**config.mk**
```make
export PLATFORM = sky130hd
export DESIGN_NAME = int_result_stage
export DESIGN_NICKNAME = d
export VERILOG_FILES = /design/src/common/exec_int_pkg.sv /design/src/logic/int_result_stage.sv
export VERILOG_INCLUDE_DIRS = /design/src /design/src/common
export SDC_FILE = /design/constraint.sdc
export NUM_CORES = 1
export LEC_CHECK = 0
export BUFFER_PORTS_ARGS = -buffer_cell sky130_fd_sc_hd__buf_2
export CELL_PAD_IN_SITES_DETAIL_PLACEMENT = 1
export CELL_PAD_IN_SITES_GLOBAL_PLACEMENT = 2
export CORE_MARGIN = 1
export CORE_UTILIZATION = 26
export CTS_CLUSTER_SIZE = 20
export DETAILED_ROUTE_END_ITERATION = 6
export MAX_ROUTING_LAYER = met4
export PLACE_DENSITY = 0.84
export SETUP_SLACK_MARGIN = 0.5
export SLEW_MARGIN = 5
export SYNTH_ARGS = -nofsm -noshare
export SYNTH_HDL_FRONTEND = slang
export SYNTH_SLANG_ARGS = --single-unit
```
**constraint.sdc**
```tcl
create_clock -name clk -period 1.9 [get_ports clk]
set_input_delay 0.19 -clock clk [delete_from_list [all_inputs] [get_ports clk]]
set_output_delay 0.19 -clock clk [all_outputs]
set_load 0.005 [all_outputs]
```
**src/common/exec_int_cfg.svh**
```systemverilog
`ifndef EXEC_INT_CFG_SVH
`define EXEC_INT_CFG_SVH

// Data word width
`define XLEN 64

// Operand width of one partial product
`define HALF_W 32

`define SHAMT_W 6

// Immediate fields as they come out of decode
`define IIMM_W 12
`define UIMM_W 20

`define EXEC_LATENCY 2

`endif

```
**src/common/exec_int_pkg.sv**
```systemverilog
`include "exec_int_cfg.svh"

package exec_int_pkg;

    typedef logic [`XLEN-1:0] xlen_t;

    // Major opcode, instruction bits [6:2]
    typedef enum logic [4:0] {
        OPC_OP_IMM    = 5'b00100,
        OPC_AUIPC     = 5'b00101,
        OPC_OP_IMM_32 = 5'b00110, // W forms decode as illegal
        OPC_OP        = 5'b01100,
        OPC_LUI       = 5'b01101,
        OPC_OP_32     = 5'b01110
    } opcode_e;

    typedef enum logic [3:0] {
        ALU_ADD    = 4'd0,
        ALU_SUB    = 4'd1,
        ALU_SLL    = 4'd2,
        ALU_SLT    = 4'd3,
        ALU_SLTU   = 4'd4,
        ALU_XOR    = 4'd5,
        ALU_SRL    = 4'd6,
        ALU_SRA    = 4'd7,
        ALU_OR     = 4'd8,
        ALU_AND    = 4'd9,
        ALU_PASS_B = 4'd10
    } alu_op_e;

    // Same order as funct3[1:0] of the multiply group
    typedef enum logic [1:0] {
        MUL_LO  = 2'd0,
        MUL_HSS = 2'd1,
        MUL_HSU = 2'd2,
        MUL_HUU = 2'd3
    } mul_op_e;

    typedef enum logic [3:0] {
        TRAP_NONE         = 4'd0,
        EXC_ILLEGAL_INSTR = 4'd2
    } trap_cause_e;

endpackage

```
**src/logic/int_result_stage.sv**
```systemverilog
`timescale 1ns/1ps

module int_result_stage (
    input  logic                      clk,
    input  logic                      rst,
    input  logic                      i_alu_valid,
    input  logic                      i_alu_illegal,
    input  exec_int_pkg::xlen_t       i_alu_result,
    input  logic                      i_mul_valid,
    input  exec_int_pkg::xlen_t       i_mul_result,
    output logic                      o_valid,
    output logic                      o_exception,
    output exec_int_pkg::trap_cause_e o_trap_cause,
    output exec_int_pkg::xlen_t       o_result
);
    import exec_int_pkg::*;

    logic trap;

    assign trap = i_alu_valid && i_alu_illegal;

    always_ff @(posedge clk) begin
        if (rst) begin
            o_valid      <= 1'b0;
            o_exception  <= 1'b0;
            o_trap_cause <= TRAP_NONE;
        end else begin
            o_valid      <= i_alu_valid || i_mul_valid;
            o_exception  <= trap;
            o_trap_cause <= trap ? EXC_ILLEGAL_INSTR : TRAP_NONE;
        end
    end

    // Only one path is valid per cycle
    always_ff @(posedge clk) begin
        if (i_mul_valid) begin
            o_result <= i_mul_result;
        end else if (i_alu_valid) begin
            o_result <= i_alu_result;
        end
    end

endmodule

```
=== Word level (Yosys, flattened, before mapping) ===
Index checks and enable logic that the tools add are counted.

* Register bits: 70
* Input port bits: 133
* Output and inout port bits: 70
* Word-level logic and storage cells: 10

* Multiplexer cells: 3
* Reduce and logical (&&, ||, !) cells: 3

{| class="wikitable"
|+ Operators by type and width
! kind !! count
|-
| 2-to-1 mux 64 bit || 2
|-
| 2-to-1 mux 2 bit || 1
|-
| nonzero test 2 bit || 1
|-
| logical AND 1 bit || 1
|-
| logical OR 1 bit || 1
|}

=== Logic depth before layout (Yosys ltp) ===
Gate-level depths: netlist of run 1.

* Depth in word-level cells: 2
* Depth in mapped cells: 3
* Depth with buffers taken out: 1

=== Worst setup path before layout of run 1 ===
No wires, ideal clock.

* Path type: input-to-reg
* From: input port i_mul_valid
* To: register o_result[0] (enable)
* Library setup time: 0.394 ns
* Arrival: 1.328 ns
* Data required time: 1.506 ns
* Path slack: 0.177 ns
* Stages on the path: 3
* Buffers on the path: 2
* Cells stage by stage: buf_6 > buf_6 > or2_2

* Word-level cells in the longest chain between the ends: 1

{| class="wikitable"
|+ RTL lines
! element !! RTL line !! source
|-
| start, declared || int_result_stage.sv:9 || <nowiki>input logic i_mul_valid,</nowiki>
|-
| nonzero test 2 bit (no line) || n/a ||
|-
| end signal, assigned || int_result_stage.sv:37 || <nowiki>o_result <= i_mul_result;</nowiki>
|-
| end signal, assigned || int_result_stage.sv:39 || <nowiki>o_result <= i_alu_result;</nowiki>
|-
| end, declared || int_result_stage.sv:14 || <nowiki>output exec_int_pkg::xlen_t o_result</nowiki>
|}

No other way between the ends.
A chain may end at the register's enable or synchronous reset.

=== Worst setup path in the final report of run 1 ===
* From: register o_result[22]
* To: output port o_result[22]

No word-level cell between the ends.

==> results of run 1 <==
==> synth_stat cells, drive strengths merged <==
master | number | share of area, %
conb | 1 | 0.13
mux2 | 64 | 29
or2 | 1 | 0.21
o21ba | 1 | 0.34
edfxtp | 64 | 65
buf | 11 | 3.3
and3b | 1 | 0.30
dfxtp | 2 | 1.4
==> cell type report <==
| cell class | count | share of cell area [%] |
|---|---|---|
| Sequential cell | 66 | 44.5 |
| Timing Repair Buffer | 203 | 24.2 |
| Clock inverter | 2 | 0.795 |
| Multi-Input combinational cell | 70 | 20.5 |
| Tap cell | 140 | 3.98 |
| Clock buffer | 14 | 5.99 |
==> logic make-up after synthesis <==
group / after synthesis / share of synthesized area [%]
mux: 64 / 29.3
compound gates: 1 / 0.339
other cells: 1 / 0.127
flops: 66 / 66.5
simple gates: 2 / 0.509
buf+inv: 11 / 3.27
==> worst paths after layout <==
check | from | endpoint | cells past startpoint
max | o_result[22] | o_result[22] | 1
min | i_alu_illegal | o_trap_cause[1] | 2
==> layout by cell type (no fill, tap or decap) <==
cell,netlist,final
buf_2,2,198
edfxtp_1,64,64
mux2_4,38,38
mux2_2,26,26
clkbuf_16,0,9
conb_1,1,3
clkbuf_1,0,3
buf_12,0,3
clkbuf_8,0,2
buf_4,4,2
dfxtp_1,2,2
or2_4,0,1
o21ba_2,1,1
and3b_1,1,1
bufinv_16,0,1
clkinv_2,0,1
==> power by group <==
part / total (µW) / switching, µW / internal (µW) / leakage [µW]
clock network: 1640 / 551 / 1090 / 0.000147
logic: 561 / 219 / 342 / 0.00126
registers: 1820 / 36.4 / 1780 / 0.000669
==> state kept, by name, summed over array words and instances, names as in the netlist <==
signal	flops
o_result	64
o_trap_cause	1
o_valid	1
==> metal layers <==
metal	GRT usage, %	part of all wire (%)	vias to the layer above
met5	-	0	-
met4	5.79	1.7	0
met3	3.74	9.9	9
met2	21.8	51	124
met1	13.2	37	942
li1	-	-	967
==> metrics by stage <==
step | util (%) | std cells
after global placement | 37.5 | 479
after global routing | 40.3 | 495
after detailed placement | 37.5 | 479
after CTS | 40.3 | 495
after floorplan | - | 147
final | 40.3 | 495
==> out/qor.txt, run 1 <==
Critical path cell sequence = buf_2
Worst vdd ir = 0.000440 V
Hold_ws = 0.108 ns
Hold bufs inserted after CTS = 0
Cell Area, Synth = 2950 µm²
Min-delay worst type = in2reg
GRT Residual Overflow = 0
Die height = 109 µm
Post-DR vias/cell = 4.13
Worst EP arrival = 0.85 ns
Slowest CP cell = edfxtp_1
DRC violations left = 0
Post-CTS Repair Setup Buffers = 0
Clock transition at path regs = 0.05 ns
Antenna cell count = 0
Clk sinks = 66
Yosys warns = 0
Mapped Cells = 145
Drt pass-1 iters = 3
Initial antenna violation count = 0
Drt initial violations = 32
Sequential fraction of the synthesis area = 66.5%
Final Cycle Share = 54.6%
Tot GR Track Use = 12.6%
Root buffer cell = clkbuf_16
Post-route antenna net violation count = 0
Die W = 109 µm
Post-layout min period = 1.04 ns
Nets = 483
Status = finished, final reports clean
Vias in the first global route = 2186
Via count = 2042
Number of I/O port buffers = 199
Dpl cell area = 4110 µm²
Total power = 4010 µW
Post-cts sizing count = 0
PD cells = 911 nW/µm²
Io pins = 203
Reg area = 1960 µm²
# rows = 38
Starting Density = 27.0%
Worst Path Max Fanout = 1
Post-Route WL = 7120 µm
Worst Setup Path Type = reg2out
Number of max-cap violations = 0
CTS tree = done
Final setup margin = 0.862 ns
First-pass GRT wire length = 10700 µm
Setup Slack @ Placement = 0.571 ns
Synthesis-stage register bit count = 66
Worst setup EP type = primary output
H-tree depth = 3
Final setup viols = 0
TNS Setup = 0 ns
Leakage = 0.00207 µW
RSZ-0062 raised after global routing = no
Post-route cell area = 4400 µm²
Largest net degree at the start of global routing = 38
Share of layout cells above drive strength 1 = 79.4%
DIE AREA = 11800 µm²
Crit path launch type = register
Critical path buffer and inverter count = 1
Yosys cell types = 11
Clock Path Buffers = 2
Num CTS Buffers = 9
Fillcell total = 1179
CP top delay family = flip-flops
CP Data Required Time = 1.71 ns
Multi-input gate area = 902 µm²
Final hold vios = 0
Post-Syn Area per Cell = 20.3 µm²
Critical path's largest stage delay = 0.39 ns
WL/cell = 14.4 µm
Area delta synth->final = 49.3%
Total core area = 10900 µm²
Routability Congestion = 0.705
Max Slew Vio Count = 0
Peak Freq = 964 MHz
Note: power is estimated with default switching activity, not from simulation.
==> run 2, diff against run 1 <==
==> constraint.sdc (replaced) <==
create_clock -name clk -period 1.01 [get_ports clk]
set_input_delay 0.101 -clock clk [delete_from_list [all_inputs] [get_ports clk]]
set_output_delay 0.101 -clock clk [all_outputs]
set_load 0.005 [all_outputs]
==> run 2 against run 1 <==
Effect of this change: flip-flop and latch count unchanged; non-clock buffer count increased by 29; worst setup slack worse by 0.81 ns; cell count is 5.9% higher; utilization up 5.9 points; critical path depth is the same; sequential share of layout area is 5.7 points lower; routed wire length grew 23%; count of clock-buffer cells in the layout shrank 2; sequential power is 88% higher; design area grew 15%; critical endpoint is now o_result[29].
==> out/qor.txt, run 2 (same netlist as run 1, synthesis figures left out) <==
Status = finished, final reports clean
CP Data Required Time = 0.91 ns
Largest net degree at the start of global routing = 11
Commonest non-fill, non-tap cell in the layout = buf_2
Post-route cell area = 5050 µm²
Antenna cell count = 0
Routability Congestion = 0.742
Vias in the first global route = 2390
P_int = 5900 µW
CTS tree = done
Clk pwr share = 35.9%
Critical path cell sequence = buf_2
Worst Setup Path Type = reg2out
First-pass GRT wire length = 12500 µm
Worst vdd ir = 0.000767 V
Peak Freq = 1040 MHz
Critical path buffer and inverter count = 1
Max Slew Vio Count = 0
Post-DP HPWL = 6360 µm
WL/cell = 16.7 µm
Dpl cell area = 4260 µm²
Final setup viols = 0
# rows = 38
Clk sinks = 66
Io pins = 203
Initial antenna violation count = 0
Flop pwr share = 45.4%
Register with the most flip-flops = o_result
Worst EP arrival = 0.86 ns
Die W = 109 µm
DRC violations left = 0
Max reg flops = 64
Clock transition at path regs = 0.05 ns
Post-Route WL = 8740 µm
Drt initial violations = 57
Crit path launch type = register
Logic pwr share = 18.7%
GRT Residual Overflow = 0
H-tree depth = 3
PD cells = 1490 nW/µm²
DIE AREA = 11800 µm²
Num CTS Buffers = 9
Drt pass-1 iters = 4
Share of layout cells above drive strength 1 = 81.0%
Post-DR vias/cell = 4.29
Number of max-cap violations = 0
Nets = 512
Root buffer cell = clkbuf_16
Final hold vios = 0
Fillcell total = 1134
CP top delay family = flip-flops
Final Cycle Share = 94.9%
Worst setup EP type = primary output
Total power = 7540 µW
Slowest CP cell = edfxtp_1
Post-layout min period = 0.958 ns
Starting Density = 27.0%
Via count = 2247
RSZ-0062 raised after global routing = yes
Post-route antenna net violation count = 0
Clock Path Buffers = 2
Area delta synth->final = 71.1%
Net switching share of the total power = 21.8%
Number of I/O port buffers = 199
Worst Path Max Fanout = 1
Critical path's largest stage delay = 0.39 ns
Hold bufs inserted after CTS = 0
Largest regs = o_result: 64 flops, o_trap_cause: 1 flops, o_valid: 1 flops
Min-delay worst type = in2reg
Die height = 109 µm
Fin util = 46.2%
Psw = 1640 µW
Total core area = 10900 µm²
Leakage = 0.00245 µW
Tot GR Track Use = 15.3%
Most frequent cells in the layout = 197 x buf_2, 64 x mux2_4, 64 x edfxtp_1, 10 x buf_8, 10 x buf_12
-- run 2: changes by cell type in the layout (fill, tap and decap cells not counted), moves of 2 or more --
cell	change
buf_8	+10
buf_6	+5
mux2_2	-26
mux2_4	+26
clkinv_2	+2
buf_12	+7
clkbuf_8	-2
buf_16	+9
-- run 2: path summary, 6_finish.rpt --
| kind | start | end | slack, ns | depth (start not counted) |
|---|---|---|---|---|
| worst max-delay path | o_result[29] | o_result[29] | 0.05 | 1 |
| worst min-delay path | i_alu_valid | o_trap_cause[1] | 0.03 | 2 |
-- run 2: layout make-up --
type                            instances  area (µm²)  share of cell area, %
Clock buffer                           12         236                   4.69
Clock inverter                          4        18.8                  0.372
Multi-Input combinational cell         70        1010                   19.9
Sequential cell                        66        1960                   38.9
Tap cell                              140         175                   3.47
Timing Repair Buffer                  232        1650                   32.6
-- run 2: timing repair --
action,4_1_cts,5_1_grt
buffers inserted,9,2
pin swaps,1,1
endpoints found under the setup margin,195,195
gates resized for setup,40,10
cloned,8,0
-- run 2: power groups by stage --
stage,sequential (µW),combinational (µW),clock (µW)
6_report,3420,1410,2710
5_1_grt,3450,1520,2920
4_1_cts,3430,1400,2790
3_5_place_dp,3480,1160,0
3_3_place_gp,3470,1130,0
2_1_floorplan,3520,476,0
-- run 2: routing by layer --
metal	global-route usage (%)	vias to the layer above	wire (µm)
li1	-	1031	-
met1	16.0	1075	3280
met2	26.7	128	4630
met3	4.40	13	697
met4	6.76	0	129
met5	-	-	0
-- run 2: per-stage QoR --
stage | std cells | worst slack, ns | setup TNS, ns | hold slack, ns
after global routing | 524 | 0.0112 | 0 | 0.0293
final | 524 | 0.0517 | 0 | 0.0299
after detailed placement | 489 | -0.145 | -9.76 | 0.360
after floorplan | 147 | -0.254 | -16.27 | 0.229
after global placement | 489 | -0.122 | -9.31 | 0.361
after CTS | 522 | 0.0249 | 0 | 0.0197
