## config.mk

```make
export PLATFORM = sky130hd
export DESIGN_NAME = int_decode
export DESIGN_NICKNAME = d
export VERILOG_FILES = /design/src/common/exec_int_pkg.sv /design/src/logic/int_decode.sv
export VERILOG_INCLUDE_DIRS = /design/src /design/src/common
export SDC_FILE = /design/constraint.sdc
export NUM_CORES = 1
export LEC_CHECK = 0
export BUFFER_PORTS_ARGS = -buffer_cell sky130_fd_sc_hd__buf_2
export CORE_AREA = 8 8 141 143
export DETAILED_ROUTE_END_ITERATION = 7
export DIE_AREA = 0 0 149 151
export GPL_TIMING_DRIVEN = 1
export PLACE_DENSITY = 0.54
export SKIP_LAST_GASP = 1
export SLEW_MARGIN = 40
export SYNTH_ARGS = -nofsm -noshare
export SYNTH_HDL_FRONTEND = slang
export SYNTH_SLANG_ARGS = --single-unit
```

## constraint.sdc

```tcl
create_clock -name vclk -period 2.69
set_clock_uncertainty 0.15 [all_clocks]
set_input_delay 0.538 -clock vclk [all_inputs]
set_output_delay 0.538 -clock vclk [all_outputs]
set_load 0.05 [all_outputs]
```

## src/common/exec_int_cfg.svh

```systemverilog
`ifndef EXEC_INT_CFG_SVH
`define EXEC_INT_CFG_SVH

// Data word width
`define XLEN 64

// Operand width of one partial product
`define HALF_W 32

`define SHAMT_W 6

// Immediate fields as they come out of decode
`define IIMM_W 12
`define UIMM_W 20

`define EXEC_LATENCY 2

`endif

```

## src/common/exec_int_pkg.sv

```systemverilog
`include "exec_int_cfg.svh"

package exec_int_pkg;

    typedef logic [`XLEN-1:0] xlen_t;

    // Major opcode, instruction bits [6:2]
    typedef enum logic [4:0] {
        OPC_OP_IMM    = 5'b00100,
        OPC_AUIPC     = 5'b00101,
        OPC_OP_IMM_32 = 5'b00110, // W forms decode as illegal
        OPC_OP        = 5'b01100,
        OPC_LUI       = 5'b01101,
        OPC_OP_32     = 5'b01110
    } opcode_e;

    typedef enum logic [3:0] {
        ALU_ADD    = 4'd0,
        ALU_SUB    = 4'd1,
        ALU_SLL    = 4'd2,
        ALU_SLT    = 4'd3,
        ALU_SLTU   = 4'd4,
        ALU_XOR    = 4'd5,
        ALU_SRL    = 4'd6,
        ALU_SRA    = 4'd7,
        ALU_OR     = 4'd8,
        ALU_AND    = 4'd9,
        ALU_PASS_B = 4'd10
    } alu_op_e;

    // Same order as funct3[1:0] of the multiply group
    typedef enum logic [1:0] {
        MUL_LO  = 2'd0,
        MUL_HSS = 2'd1,
        MUL_HSU = 2'd2,
        MUL_HUU = 2'd3
    } mul_op_e;

    typedef enum logic [3:0] {
        TRAP_NONE         = 4'd0,
        EXC_ILLEGAL_INSTR = 4'd2
    } trap_cause_e;

endpackage

```

## src/logic/int_decode.sv

```systemverilog
`timescale 1ns/1ps
`include "exec_int_cfg.svh"

module int_decode (
    input  logic                  i_valid,
    input  exec_int_pkg::opcode_e i_opcode,
    input  logic [2:0]            i_funct3,
    input  logic [6:0]            i_funct7,
    input  logic [`IIMM_W-1:0]    i_i_imm,
    input  logic [`UIMM_W-1:0]    i_u_imm,
    input  exec_int_pkg::xlen_t   i_pc,
    input  exec_int_pkg::xlen_t   i_rs1_data,
    input  exec_int_pkg::xlen_t   i_rs2_data,
    output logic                  o_alu_valid,
    output logic                  o_mul_valid,
    output exec_int_pkg::alu_op_e o_alu_op,
    output exec_int_pkg::mul_op_e o_mul_op,
    output logic                  o_illegal,
    output exec_int_pkg::xlen_t   o_operand_a,
    output exec_int_pkg::xlen_t   o_operand_b
);
    import exec_int_pkg::*;

    xlen_t imm_i_sext;
    xlen_t imm_u_sext;
    logic  is_mul;

    // Shared funct3 table of OP and OP_IMM, alt picks SUB or SRA
    function automatic alu_op_e alu_from_funct3(input logic [2:0] funct3, input logic alt);
        case (funct3)
            3'b000:  return alt ? ALU_SUB : ALU_ADD;
            3'b001:  return ALU_SLL;
            3'b010:  return ALU_SLT;
            3'b011:  return ALU_SLTU;
            3'b100:  return ALU_XOR;
            3'b101:  return alt ? ALU_SRA : ALU_SRL;
            3'b110:  return ALU_OR;
            default: return ALU_AND;
        endcase
    endfunction

    assign imm_i_sext = {{(`XLEN-`IIMM_W){i_i_imm[`IIMM_W-1]}}, i_i_imm};
    assign imm_u_sext = {{(`XLEN-`UIMM_W-`IIMM_W){i_u_imm[`UIMM_W-1]}}, i_u_imm, {`IIMM_W{1'b0}}};

    always_comb begin
        o_alu_op  = ALU_ADD;
        o_illegal = 1'b0;
        is_mul    = 1'b0;
        case (i_opcode)
            OPC_LUI:   o_alu_op = ALU_PASS_B;
            OPC_AUIPC: o_alu_op = ALU_ADD;
            OPC_OP_IMM: begin
                // imm[10] is only an opcode bit for the right shifts
                o_alu_op = alu_from_funct3(i_funct3, i_funct3 == 3'b101 && i_i_imm[10]);
                if (i_funct3 == 3'b001) begin
                    o_illegal = i_i_imm[11:6] != '0;
                end else if (i_funct3 == 3'b101) begin
                    o_illegal = i_i_imm[11] || i_i_imm[9:6] != '0;
                end
            end
            OPC_OP: begin
                if (i_funct7 == 7'h01) begin
                    is_mul    = !i_funct3[2];
                    o_illegal = i_funct3[2]; // No divider
                end else if (i_funct7 == 7'h00) begin
                    o_alu_op = alu_from_funct3(i_funct3, 1'b0);
                end else if (i_funct7 == 7'h20) begin
                    o_alu_op  = alu_from_funct3(i_funct3, 1'b1);
                    o_illegal = i_funct3 != 3'b000 && i_funct3 != 3'b101;
                end else begin
                    o_illegal = 1'b1;
                end
            end
            default: o_illegal = 1'b1; // W forms and unknown opcodes
        endcase
    end

    always_comb begin
        case (i_funct3[1:0])
            2'b00:   o_mul_op = MUL_LO;
            2'b01:   o_mul_op = MUL_HSS;
            2'b10:   o_mul_op = MUL_HSU;
            default: o_mul_op = MUL_HUU;
        endcase
    end

    assign o_alu_valid = i_valid && !is_mul;
    assign o_mul_valid = i_valid && is_mul;

    assign o_operand_a = (i_opcode == OPC_AUIPC) ? i_pc : i_rs1_data;

    always_comb begin
        case (i_opcode)
            OPC_LUI, OPC_AUIPC: o_operand_b = imm_u_sext;
            OPC_OP_IMM:         o_operand_b = imm_i_sext;
            default:            o_operand_b = i_rs2_data;
        endcase
    end

endmodule

```

# Yosys cells after proc, flatten, opt, wreduce, memory -nomap -nowiden
# Index checks and enable logic that the tools add are counted.
[totals] wordCells=49 ff_bits=0 output_inout_bits=137
[classes] n_reduce_logical=14 mux=20 n_eq_ne=15
[ops] op="64-bit one-hot mux with 2 select lines" count=1
[ops] op="4-bit one-hot mux with 7 select lines" count=3
[ops] op="64-bit 2-to-1 mux" count=1
[ops] op="4-bit 2-to-1 mux" count=3
[ops] op="4-bit one-hot mux with 3 select lines" count=1
[ops] op="5-bit by 3-bit equality test with 1-bit output (second input constant)" count=2
[ops] op="5-bit by 4-bit equality test with 1-bit output (second input constant)" count=2
[ops] op="3-bit equality test (second input constant)" count=3
[ops] op="1-bit 2-to-1 mux" count=9
[ops] op="7-bit by 1-bit equality test with 1-bit output (second input constant)" count=1
[ops] op="7-bit by 6-bit equality test with 1-bit output (second input constant)" count=1
[ops] op="7-bit logical NOT" count=1
[ops] op="3-bit by 2-bit equality test with 1-bit output (second input constant)" count=2
[ops] op="2-bit one-hot mux with 3 select lines" count=1
[ops] op="6-bit nonzero test" count=1
[ops] op="1-bit logical AND" count=4
[ops] op="4-bit nonzero test" count=1
[ops] op="3-bit by 1-bit equality test with 1-bit output (second input constant)" count=1
[ops] op="3-bit logical NOT" count=1
[ops] op="3-bit inequality test (second input constant)" count=1
[ops] op="1-bit one-hot mux with 3 select lines" count=1
[ops] op="3-bit nonzero test" count=1
[ops] op="2-bit by 1-bit equality test with 1-bit output (second input constant)" count=1
[ops] op="2-bit equality test (second input constant)" count=1
[ops] op="4 further kinds" count=5

# Logic depth before layout (Yosys ltp)
# Gate-level depths: netlist of run 1.
[depth] word_depth=6 mapped_depth=7

# Least setup slack after synthesis of run 1
# OpenSTA, ideal clock, no wires.
[synth_timing] path_type="in2out" start="input port i_funct7[4]" end="output port o_alu_op[1]" cell_stages=4 setup_slack_ns=-0.485 t_arrival_ns=2.487 cell_sequence="or4_1 -> o31ai_1 -> nand2_1 -> o21ai_0"
[synth_between] elab_chain_cells=5 elab_cells_between_ends=7 classes_between="eq/ne: 2; mux: 4; reduce/logical: 1"
[synth_lines] item="start: declaration" line="int_decode.sv:8" rtl="input logic [6:0] i_funct7,"
[synth_lines] item="7-bit by 6-bit equality test with 1-bit output" line="int_decode.sv:67" rtl="end else if (i_funct7 == 7'h20) begin"
[synth_lines] item="4-bit 2-to-1 mux" line="int_decode.sv:67"
[synth_lines] item="4-bit 2-to-1 mux" line="int_decode.sv:65" rtl="end else if (i_funct7 == 7'h00) begin"
[synth_lines] item="4-bit 2-to-1 mux (*)" line="int_decode.sv:62" rtl="if (i_funct7 == 7'h01) begin"
[synth_lines] item="4-bit one-hot mux with 3 select lines (*)" line="int_decode.sv:49" rtl="case (i_opcode)"
[synth_lines] item="end: declaration" line="int_decode.sv:16" rtl="output exec_int_pkg::alu_op_e o_alu_op,"
# Every way passes the cells marked *; elsewhere a longest branch is shown, timed or not.

# Worst setup path after layout of run 1
[layout_timing] start="input port i_opcode[1]" end="output port o_operand_b[42]"
[layout_between] elab_chain_cells=3 elab_cells_between_ends=5 classes_between="eq/ne: 3; mux: 1; reduce/logical: 1"
[layout_lines] item="start: declaration" line="int_decode.sv:6" rtl="input exec_int_pkg::opcode_e i_opcode,"
[layout_lines] item="5-bit by 3-bit equality test with 1-bit output / 5-bit by 4-bit equality test with 1-bit output (equally long branches)" line="int_decode.sv:93" rtl="case (i_opcode)"
[layout_lines] item="2-bit OR reduction (no source line)"
[layout_lines] item="64-bit one-hot mux with 2 select lines (*)" line="int_decode.sv:93"
[layout_lines] item="end: declaration" line="int_decode.sv:20" rtl="output exec_int_pkg::xlen_t o_operand_b"
# Marks and branches as above.

==> results.rst, run 1 <==
.. list-table::
   :header-rows: 1

   * - Metric
     - Value
   * - Result of the run
     - complete, but fails checks
   * - Violated checks
     - setup timing
   * - Crit-path max FO
     - 5
   * - Number of vias per cell
     - 4.094
   * - Global-route wire length before repair
     - 23,090 um
   * - CP required
     - 2000 ps
   * - HPWL after DPL
     - 13,910 um
   * - Net count after synthesis
     - 441
   * - Post-route worst setup slack
     - -74.49 ps
   * - Hold-fix buffers, CTS
     - 0
   * - Actual transition at the worst max-transition pin
     - 337.6 ps
   * - Tightest Hold Check Type
     - input pin to output port
   * - Count of flip-flops and latches
     - 0
   * - Grt ovf
     - 0
   * - Sequential-to-total area share from yosys stat
     - 0%
   * - Sequential cell area in the final layout
     - 0 um^2
   * - Layout cells sized above 1
     - 83.89%
   * - Post-Route WL
     - 17,340 um
   * - Post-synthesis share of cell area spent on full adders, half adders and majority gates
     - 0%
   * - Fraction of synthesized area in multiplexers
     - 47.22%
   * - Cell family with the largest share of critical-path delay
     - simple AND/OR/NAND/NOR gates
   * - Average wire per cell in the routed design
     - 20.96 um
   * - Post-synth cell types
     - 36
   * - Initial cell density of the core
     - 11.48%
   * - All-layer global routing usage
     - 13.08%
   * - Setup violators final
     - 81
   * - Standard cell core area
     - 17,660 um^2
   * - Count of clock buffers in the final design
     - 0
   * - Delay of the slowest cell on the worst path
     - 430 ps
   * - Remaining design rule violation count
     - 0
   * - Accumulated negative setup slack
     - -2954 ps
   * - Top-level I/O count
     - 377
   * - Post-synthesis cell area
     - 2027 um^2
   * - Max cap viols
     - 0
   * - Xor-xnor portion of the synthesized cell area
     - 0%
   * - Die boundary width
     - 149 um
   * - Final Cycle Share
     - 102.8%
   * - Critical path start-end classification
     - input pin to output port
   * - Crit path cell chain
     - buf_8 > or3b_4 > nor4b_4 > buf_6 > a21o_4 > buf_6 > a21o_1 > buf_12
   * - Area of all placed cells without fillers
     - 5583 um^2
   * - Unrepaired setup endpoints after global routing
     - yes
   * - P&R area growth vs syn
     - 175.4%
   * - Die Ht
     - 151 um
   * - Weighted congestion reported at the end of routability-driven placement
     - 0.7960
   * - Max stage delay cell, worst path
     - sky130_fd_sc_hd__or3b_4
   * - Min cycle time layout
     - 2764 ps
   * - Most prevalent standard cell on the critical path
     - sky130_fd_sc_hd__buf_6
   * - Depth of the critical timing path with buffers and inverters included
     - 8
   * - Leak
     - 3.049 nW
   * - Count of pins over their slew limit
     - 0
   * - Number of fill cells
     - 1,840
   * - Largest family of logic cells by synthesized area
     - multiplexers
   * - Data arrival time of the worst path
     - 2080 ps
   * - Yosys warns
     - 0
   * - Yosys top cell by area
     - sky130_fd_sc_hd__mux2_4
   * - Number of iterations in the first detailed-routing pass
     - 4
   * - Max IR drop VDD
     - 0.1633 mV
   * - Total number of vias
     - 3,386
   * - Buffering stage count on the worst path with inverters included
     - 4
   * - Depth of the worst hold-timing path
     - 3
   * - Cell with the most instances after synthesis
     - sky130_fd_sc_hd__mux2_4
   * - Mapped Cells
     - 201
   * - Number of hold-slack violations in the final timing report
     - 0
   * - Kind of capture point of the worst setup path
     - output port
   * - Minimum setup slack after placement
     - -181.8 ps
   * - Top cells by instance count after synthesis
     - sky130_fd_sc_hd__mux2_4, sky130_fd_sc_hd__a21o_1, sky130_fd_sc_hd__a221o_1
   * - Simple-gate area share of the yosys netlist
     - 10.37%
   * - Startpoint Class
     - input pin
   * - Pin count of the biggest net entering global routing
     - 30
   * - Number of instances in the placed design
     - 806
   * - Via count of the first global-routing pass
     - 3,735
   * - Routed Antenna Nets
     - 0
   * - Initial detailed-routing violation count
     - 81
   * - Number of nets in the finished design
     - 838
   * - Power density over the cells
     - 241.8 nW/um^2
   * - Post-DP Area
     - 4373 um^2
   * - Maximum clock rate
     - 361.7 MHz
   * - Number of cells in the finished layout apart from fillers
     - 827
   * - Power consumption
     - 0.001350 W
   * - Syn_area_per_cell
     - 10.08 um^2
   * - Top cells by area, synth
     - sky130_fd_sc_hd__mux2_4, sky130_fd_sc_hd__a21o_1, sky130_fd_sc_hd__a221o_1, sky130_fd_sc_hd__buf_12, sky130_fd_sc_hd__a22o_1
   * - Area of the multi-input gates
     - 1896 um^2
   * - Top-area cell type share of the netlist area
     - 44.44%
   * - Initial antenna violation count
     - 7
   * - Post-synthesis compound-gate area fraction
     - 31.36%
   * - Port Buf Inserts
     - 377
   * - Die Footprint
     - 22,500 um^2
   * - Max-Slew Margin vs Limit
     - 77.45%
   * - Std-Cell Rows
     - 49
-- worst min-delay path: stages --
cell and delay (ps):
sky130_fd_sc_hd__buf_2 70, sky130_fd_sc_hd__a21o_1 110, sky130_fd_sc_hd__buf_6 150
-- metrics by stage --
step	util, %	hold WS (ps)
after floorplan	-	1080
after global placement	24.77	1275
after detailed placement	24.77	1277
after CTS	29.49	1265
after global routing	31.62	1283
final	31.62	1264
-- layout make-up --
| class | instances | share of cell area, % |
|---|---|---|
| Tap cell | 229 | 5.132 |
| Multi-Input combinational cell | 175 | 33.95 |
| Antenna cell | 2 | 0.08965 |
| Timing Repair Buffer | 419 | 60.69 |
| Inverter | 2 | 0.1345 |
-- where the power goes --
group / internal, W / leakage (nW) / total (W) / switching [W]
Clock: 0.0000000000999 / 0.0000127 / 0.0000000000999 / 0
Combinational: 0.000584 / 3.05 / 0.00135 / 0.000767
Sequential: 0 / 0 / 0 / 0
-- metal layers --
| metal | track usage (%) | vias up | wire [um] |
|---|---|---|---|
| li1 | - | 1599 | - |
| met1 | 13.40 | 1538 | 5905 |
| met2 | 26.06 | 231 | 9495 |
| met3 | 4.033 | 14 | 1805 |
| met4 | 1.363 | 4 | 114 |
| met5 | 0 | - | 16 |
-- placed cells by master (no fill, tap or decap), types with 4 or more instances in the layout --
cell type and instances:
sky130_fd_sc_hd__buf_4 19, sky130_fd_sc_hd__nor2_1 8, sky130_fd_sc_hd__a221o_1 19, sky130_fd_sc_hd__buf_2 246, sky130_fd_sc_hd__buf_12 17, sky130_fd_sc_hd__a21o_1 34, sky130_fd_sc_hd__buf_6 114, sky130_fd_sc_hd__clkbuf_16 4
sky130_fd_sc_hd__buf_8 11, sky130_fd_sc_hd__a22o_1 11, sky130_fd_sc_hd__mux2_4 64, sky130_fd_sc_hd__clkbuf_4 5, sky130_fd_sc_hd__nand2_1 5
-- final timing paths --
path / startpoint / to / slack, ps
max: i_opcode[1] / o_operand_b[42] / -70
min: i_rs2_data[38] / o_operand_b[38] / 1260
-- what timing repair did --
item / 4_1_cts / 5_1_grt
setup endpoints to repair: 121 / 134
resized for setup: 207 / 81
gates cloned: 4 / 7
setup buffers: 8 / 3
pin swaps: 3 / 6
-- cells by family after synthesis --
family | Yosys count
and+or+nand+nor | 33
buffers and inverters | 26
muxes | 65
AOI/OAI and AO/OA | 77
No activity file was read; power rests on OpenSTA's default activity.
==> run 2: changes to the inputs <==
--- a/config.mk
+++ b/config.mk
@@ -12,6 +12,7 @@
 export DIE_AREA = 0 0 149 151
 export GPL_TIMING_DRIVEN = 1
 export PLACE_DENSITY = 0.54
+export REMOVE_ABC_BUFFERS = 1
 export SKIP_LAST_GASP = 1
 export SLEW_MARGIN = 40
 export SYNTH_ARGS = -nofsm -noshare
==> run 2 against run 1 <==
The flow still finishes with violations (setup timing). Die area did not move. Final area fell by 13%. Utilization fell by 4.2 points. Non-clock buffer count fell by 13. Clock-buffer cell count did not move. Final cell count fell by 1.7%. Critical path type unchanged. Highest routed layer unchanged.
==> results.rst, run 2 (synthesis results as in run 1) <==
.. list-table::
   :header-rows: 1

   * - Metric
     - Value
   * - Accumulated negative setup slack
     - -6312 ps (-3357 ps)
   * - Port Buf Inserts
     - 377 (unchanged)
   * - Die boundary width
     - 149 um (unchanged)
   * - P&R area growth vs syn
     - 139.2%
   * - Kind of capture point of the worst setup path
     - output port
   * - Result of the run
     - complete, but fails checks
   * - Hold-fix buffers, CTS
     - 0 (unchanged)
   * - Sw power
     - 0.0007500 W (-2.2%)
   * - Switching power share of the total
     - 61.27% (+4.5 points)
   * - Weighted congestion reported at the end of routability-driven placement
     - 0.8580 (+7.8%)
   * - Global-route wire length before repair
     - 24,270 um (+5.1%)
   * - Crit path launch
     - i_opcode[4]
   * - Post-Route WL
     - 17,990 um (+3.8%)
   * - Via count of the first global-routing pass
     - 3,662 (-2.0%)
   * - Min cycle time layout
     - 2794 ps (+29.28 ps)
   * - Top-level I/O count
     - 377 (unchanged)
   * - Delay of the slowest cell on the worst path
     - 460 ps (+30 ps)
   * - Maximum clock rate
     - 357.9 MHz (-1.0%)
   * - Std-Cell Rows
     - 49 (unchanged)
   * - Actual transition at the worst max-transition pin
     - 274.9 ps (-62.72 ps)
   * - Launch instance of the worst min-delay path
     - i_rs2_data[55]
   * - Clock network fraction of design power
     - 0% (unchanged)
   * - Initial antenna violation count
     - 2 (-5)
   * - All-layer global routing usage
     - 14.08% (+1.0 points)
   * - Pint
     - 0.0004740 W (-19%)
   * - Final Cycle Share
     - 103.9% (+1.1 points)
   * - Share of the core filled with cells
     - 27.46% (-4.2 points)
   * - CP required
     - 2000 ps (about the same)
   * - Sequential cell area in the final layout
     - 0 um^2 (unchanged)
   * - Remaining design rule violation count
     - 0 (unchanged)
   * - Data arrival time of the worst path
     - 2110 ps (+30 ps)
   * - Most prevalent standard cell on the critical path
     - sky130_fd_sc_hd__buf_6
   * - Grt ovf
     - 0 (unchanged)
   * - Setup violators final
     - 100 (+23%)
   * - Startpoint Class
     - input pin
   * - Max IR drop VDD
     - 0.1265 mV (-23%)
   * - Number of hold-slack violations in the final timing report
     - 0 (unchanged)
   * - Max stage delay cell, worst path
     - sky130_fd_sc_hd__or3b_4
   * - Crit path cell chain
     - buf_6 > or3b_4 > nor4b_4 > buf_6 > a221o_1 > buf_2
   * - Crit-path max FO
     - 20 (+15)
   * - Die Ht
     - 151 um (unchanged)
   * - Critical path start-end classification
     - input pin to output port
   * - Die Footprint
     - 22,500 um^2 (unchanged)
   * - Total number of vias
     - 3,373 (-0.38%)
   * - Count of pins over their slew limit
     - 0 (unchanged)
   * - Gate power share
     - 100.0% (about the same)
   * - Layout cells sized above 1
     - 82.88% (-1.0 points)
   * - Average wire per cell in the routed design
     - 22.13 um (+5.5%)
   * - Count of clock buffers in the final design
     - 0 (unchanged)
   * - Number of cells in the finished layout apart from fillers
     - 813 (-1.7%)
   * - # diodes
     - 0 (-2)
   * - Post-route worst setup slack
     - -103.8 ps (-29.28 ps)
   * - Tightest Hold Check Type
     - input pin to output port
   * - Pin count of the biggest net entering global routing
     - 39 (+30%)
   * - Initial cell density of the core
     - 11.48% (unchanged)
   * - Number of vias per cell
     - 4.149 (+1.3%)
   * - Most common library cell in the layout ignoring fill and taps
     - sky130_fd_sc_hd__buf_2
   * - Power density over the cells
     - 252.4 nW/um^2 (+4.4%)
   * - Count of flip-flops and latches
     - 0 (unchanged)
   * - Number of instances in the placed design
     - 808 (+0.25%)
   * - Leak
     - 2.760 nW (-9.5%)
   * - HPWL after DPL
     - 15,470 um (+11%)
   * - Violated checks
     - setup timing
   * - Number of iterations in the first detailed-routing pass
     - 4 (unchanged)
   * - Commonest non-fill, non-tap cells in the layout
     - sky130_fd_sc_hd__buf_2, sky130_fd_sc_hd__mux2_4, sky130_fd_sc_hd__buf_4
   * - Max cap viols
     - 0 (unchanged)
   * - Max-Slew Margin vs Limit
     - 81.60% (+4.1 points)
   * - Routed Antenna Nets
     - 0 (unchanged)
   * - Initial detailed-routing violation count
     - 101 (+25%)
   * - Part of the power in registers
     - 0% (unchanged)
   * - Standard cell core area
     - 17,660 um^2 (unchanged)
   * - Unrepaired setup endpoints after global routing
     - yes
   * - Number of nets in the finished design
     - 826 (-1.4%)
## run 2: cell type report
class / instances / area (um^2)
fillers: 1930 / 12810
well taps: 229 / 286.5
multi-input cells: 176 / 1873
repair buffers: 406 / 2681
inverters: 2 / 7.507
## run 2: final timing paths
path | end | slack (ps) | cells past startpoint
hold / removal | o_operand_b[55] | 1260 | 3
setup / recovery | o_operand_b[29] | -100 | 6
## run 2: stage by stage
stage,hold slack [ps],area [um^2],total power (W),worst slack (ps)
6_report,1262,4848,0.001224,-103.8
5_1_grt,1268,4848,0.001276,-164.4
4_1_cts,1262,4713,0.001212,-98.37
3_5_place_dp,1282,4328,0.001121,-221.0
3_3_place_gp,1282,4328,0.001123,-192.2
2_1_floorplan,926.0,1810,0.0007013,-2209
## run 2: what timing repair did
item	in CTS	in global routing
setup buffers	1	0
pin swaps	0	2
cloned	2	3
resized for setup	110	25
endpoints found under the setup margin	122	133
endpoints found under the hold margin	0	0
## run 2: critical path: cells and delay by family
kind | cells | cell delay (ps)
buffers and inverters | 3 | 610
AOI/OAI and AO/OA | 1 | 140
and+or+nand+nor | 2 | 800
## run 2: power by group through the flow
| stage | sequential, W | clock [W] | combinational, W |
|---|---|---|---|
| detailed placement | 0 | 0 | 0.00112 |
| global placement | 0 | 0 | 0.00112 |
| global route | 0 | 0 | 0.00128 |
| CTS | 0 | 0 | 0.00121 |
| floorplan | 0 | 0 | 0.000701 |
| finish | 0 | 0 | 0.00122 |
## run 2: routing by layer
metal	vias to the layer above	GRT usage (%)	share of wire (%)
met5	-	0	0.15
met3	4	4.482	10
met2	242	24.43	49
met1	1557	17.69	41
li1	1566	-	-
met4	4	0	0
==> run 3: changes to the inputs <==
--- a/config.mk
+++ b/config.mk
@@ -11,7 +11,7 @@
 export DETAILED_ROUTE_END_ITERATION = 7
 export DIE_AREA = 0 0 149 151
 export GPL_TIMING_DRIVEN = 1
-export PLACE_DENSITY = 0.54
+export PLACE_DENSITY = 0.5
 export REMOVE_ABC_BUFFERS = 1
 export SKIP_LAST_GASP = 1
 export SLEW_MARGIN = 40
==> run 3 against run 2 <==
The flow still finishes with violations (setup timing). Critical path depth up 2. Sequential share of layout area is the same. Final area is 13% higher. Routed wire length grew 4.0%. Die area unchanged. Combinational power up 8%. Final cell count increased by 2.2%. Sequential cell count is the same. Via count is 2.4% higher. Clock-buffer cell count unchanged. Maximum frequency decreased by 0.71%. Critical endpoint is now o_operand_a[29]. Largest cell class unchanged. Largest power group unchanged.
==> results.rst, run 3 (synthesis results as in run 1) <==
.. list-table::
   :header-rows: 1

   * - Metric
     - Value
   * - Result of the run
     - complete, but fails checks
   * - Violated checks
     - setup timing
   * - Initial cell density of the core
     - 11.48% (unchanged)
   * - Die Footprint
     - 22,500 um^2 (unchanged)
   * - Number of vias per cell
     - 4.156 (+0.18%)
   * - Accumulated negative setup slack
     - -8676 ps (-2364 ps)
   * - M2 GR Usage
     - 24.82% (+0.38 points)
   * - Routing usage on met3
     - 6.573% (+2.1 points)
   * - Data arrival time of the worst path
     - 2130 ps (+20 ps)
   * - Power density over the cells
     - 242.3 nW/um^2 (-4.0%)
   * - Share of the core filled with cells
     - 30.95% (+3.5 points)
   * - Post-Route WL
     - 18,710 um (+4.0%)
   * - Tightest Hold Check Type
     - input pin to output port
   * - Port Buf Inserts
     - 377 (unchanged)
   * - Total number of vias
     - 3,454 (+2.4%)
   * - Top-level I/O count
     - 377 (unchanged)
   * - Post-DP Area
     - 4325 um^2 (about the same)
   * - Met1 routing resource usage after global routing
     - 15.89% (-1.8 points)
   * - CP required
     - 2000 ps (about the same)
   * - Most common library cell in the layout ignoring fill and taps
     - sky130_fd_sc_hd__buf_2
   * - Average wire per cell in the routed design
     - 22.52 um (+1.8%)
   * - P&R area growth vs syn
     - 169.6%
   * - All-layer global routing usage
     - 14.17% (+0.088 points)
   * - Depth of the worst hold-timing path
     - 3 (unchanged)
   * - Number of instances in the placed design
     - 810 (+0.25%)
   * - Max IR drop VDD
     - 0.1415 mV (+12%)
   * - Count of clock buffers in the final design
     - 0 (unchanged)
   * - Minimum setup slack after placement
     - -255.8 ps (-34.88 ps)
   * - Kind of capture point of the worst setup path
     - output port
   * - Area of all placed cells without fillers
     - 5464 um^2 (+13%)
   * - Maximum clock rate
     - 355.4 MHz (-0.71%)
   * - Commonest non-fill, non-tap cells in the layout
     - sky130_fd_sc_hd__buf_2, sky130_fd_sc_hd__buf_6, sky130_fd_sc_hd__mux2_4
   * - Number of iterations in the first detailed-routing pass
     - 4 (unchanged)
   * - # diodes
     - 0 (unchanged)
   * - Peak-usage layer in the global routing report
     - met2
   * - Number of nets in the finished design
     - 844 (+2.2%)
   * - Critical path start-end classification
     - input pin to output port
   * - Routed Antenna Nets
     - 0 (unchanged)
   * - Std-Cell Rows
     - 49 (unchanged)
   * - Die Ht
     - 151 um (unchanged)
   * - Pin count of the biggest net entering global routing
     - 45 (+15%)
   * - Grt ovf
     - 0 (unchanged)
   * - Via count of the first global-routing pass
     - 3,773 (+3.0%)
   * - Leak
     - 3.010 nW (+9.1%)
   * - Standard cell core area
     - 17,660 um^2 (unchanged)
   * - Min cycle time layout
     - 2814 ps (+20.03 ps)
   * - Layout cells sized above 1
     - 83.72% (+0.84 points)
   * - Crit path launch
     - i_opcode[4]
   * - Weighted congestion reported at the end of routability-driven placement
     - 0.8525 (-0.64%)
   * - Max-Slew Margin vs Limit
     - 73.65% (-8.0 points)
   * - Post-route worst setup slack
     - -123.8 ps (-20.03 ps)
   * - Number of hold-slack violations in the final timing report
     - 0 (unchanged)
   * - Count of flip-flops and latches
     - 0 (unchanged)
   * - Initial antenna violation count
     - 4 (+2)
   * - Crit-path max FO
     - 7 (-65%)
   * - Die boundary width
     - 149 um (unchanged)
   * - Max cap viols
     - 0 (unchanged)
   * - Number of cells in the finished layout apart from fillers
     - 831 (+2.2%)
   * - Count of pins over their slew limit
     - 0 (unchanged)
   * - CP endpoint
     - o_operand_a[29]
   * - Final Cycle Share
     - 104.6% (+0.74 points)
   * - Global-route wire length before repair
     - 24,120 um (-0.60%)
   * - Startpoint Class
     - input pin
   * - Remaining design rule violation count
     - 0 (unchanged)
   * - HPWL after DPL
     - 15,170 um (-2.0%)
   * - Actual transition at the worst max-transition pin
     - 394.4 ps (+119.5 ps)
   * - Setup violators final
     - 122 (+22%)
   * - Initial detailed-routing violation count
     - 76 (-25%)
   * - Sequential cell area in the final layout
     - 0 um^2 (unchanged)
   * - Hold-fix buffers, CTS
     - 0 (unchanged)
   * - Unrepaired setup endpoints after global routing
     - yes
## run 3: cell types whose count changed in the layout (fill, tap and decap cells not counted), sizes merged
| cell | before | now |
|---|---|---|
| buf | 401 | 416 |
| bufbuf | 1 | 0 |
| clkbuf | 4 | 8 |
## run 3: layout make-up
type / count / area, um^2
Tap cell: 229 / 286.5
Multi-Input combinational cell: 176 / 1904
Fill cell: 1874 / 12190
Inverter: 2 / 7.507
Timing Repair Buffer: 424 / 3266
## run 3: metal layers
metal / wire [um] / up-vias
met1: 6943 / 1578
met4: 210 / 4
li1: - / 1606
met3: 2358 / 12
met5: 26 / -
met2: 9172 / 254
## run 3: how the worst min path moves through the flow
stage / start / to / slack [ps]
3_5_place_dp: i_funct3[0] / o_mul_op[0] / 1280
3_3_place_gp: i_funct3[0] / o_mul_op[0] / 1280
4_1_cts: i_rs2_data[11] / o_operand_b[11] / 1260
2_1_floorplan: i_funct3[0] / o_mul_op[0] / 930
6_report: i_rs2_data[39] / o_operand_b[39] / 1260
5_1_grt: i_rs2_data[44] / o_operand_b[44] / 1270
## run 3: metrics by stage
stage / hold slack (ps) / total power (W)
floorplan: 926.0 / 0.0007013
global placement: 1283 / 0.001110
detailed placement: 1284 / 0.001110
CTS: 1263 / 0.001288
global route: 1272 / 0.001381
finish: 1264 / 0.001324
## run 3: power by group
part           internal (W)  switching [W]
sequential                0              0
combinational      0.000556       0.000768
clock                     0              0
total              0.000556       0.000768
## run 3: timing repair
| item | 4_1_cts | 5_1_grt |
|---|---|---|
| gates resized for setup | 219 | 56 |
| endpoints found under the setup margin | 120 | 134 |
| pin swaps | 4 | 3 |
| buffers inserted | 8 | 5 |
| cloned | 5 | 9 |
## run 3: critical path, cell delays in order
cell                        delay (ps)
sky130_fd_sc_hd__buf_8             100
sky130_fd_sc_hd__nor3b_4           260
sky130_fd_sc_hd__and2_4            210
sky130_fd_sc_hd__and2b_4           250
sky130_fd_sc_hd__buf_12            150
sky130_fd_sc_hd__clkbuf_16         140
sky130_fd_sc_hd__mux2_4            300
sky130_fd_sc_hd__buf_6             160
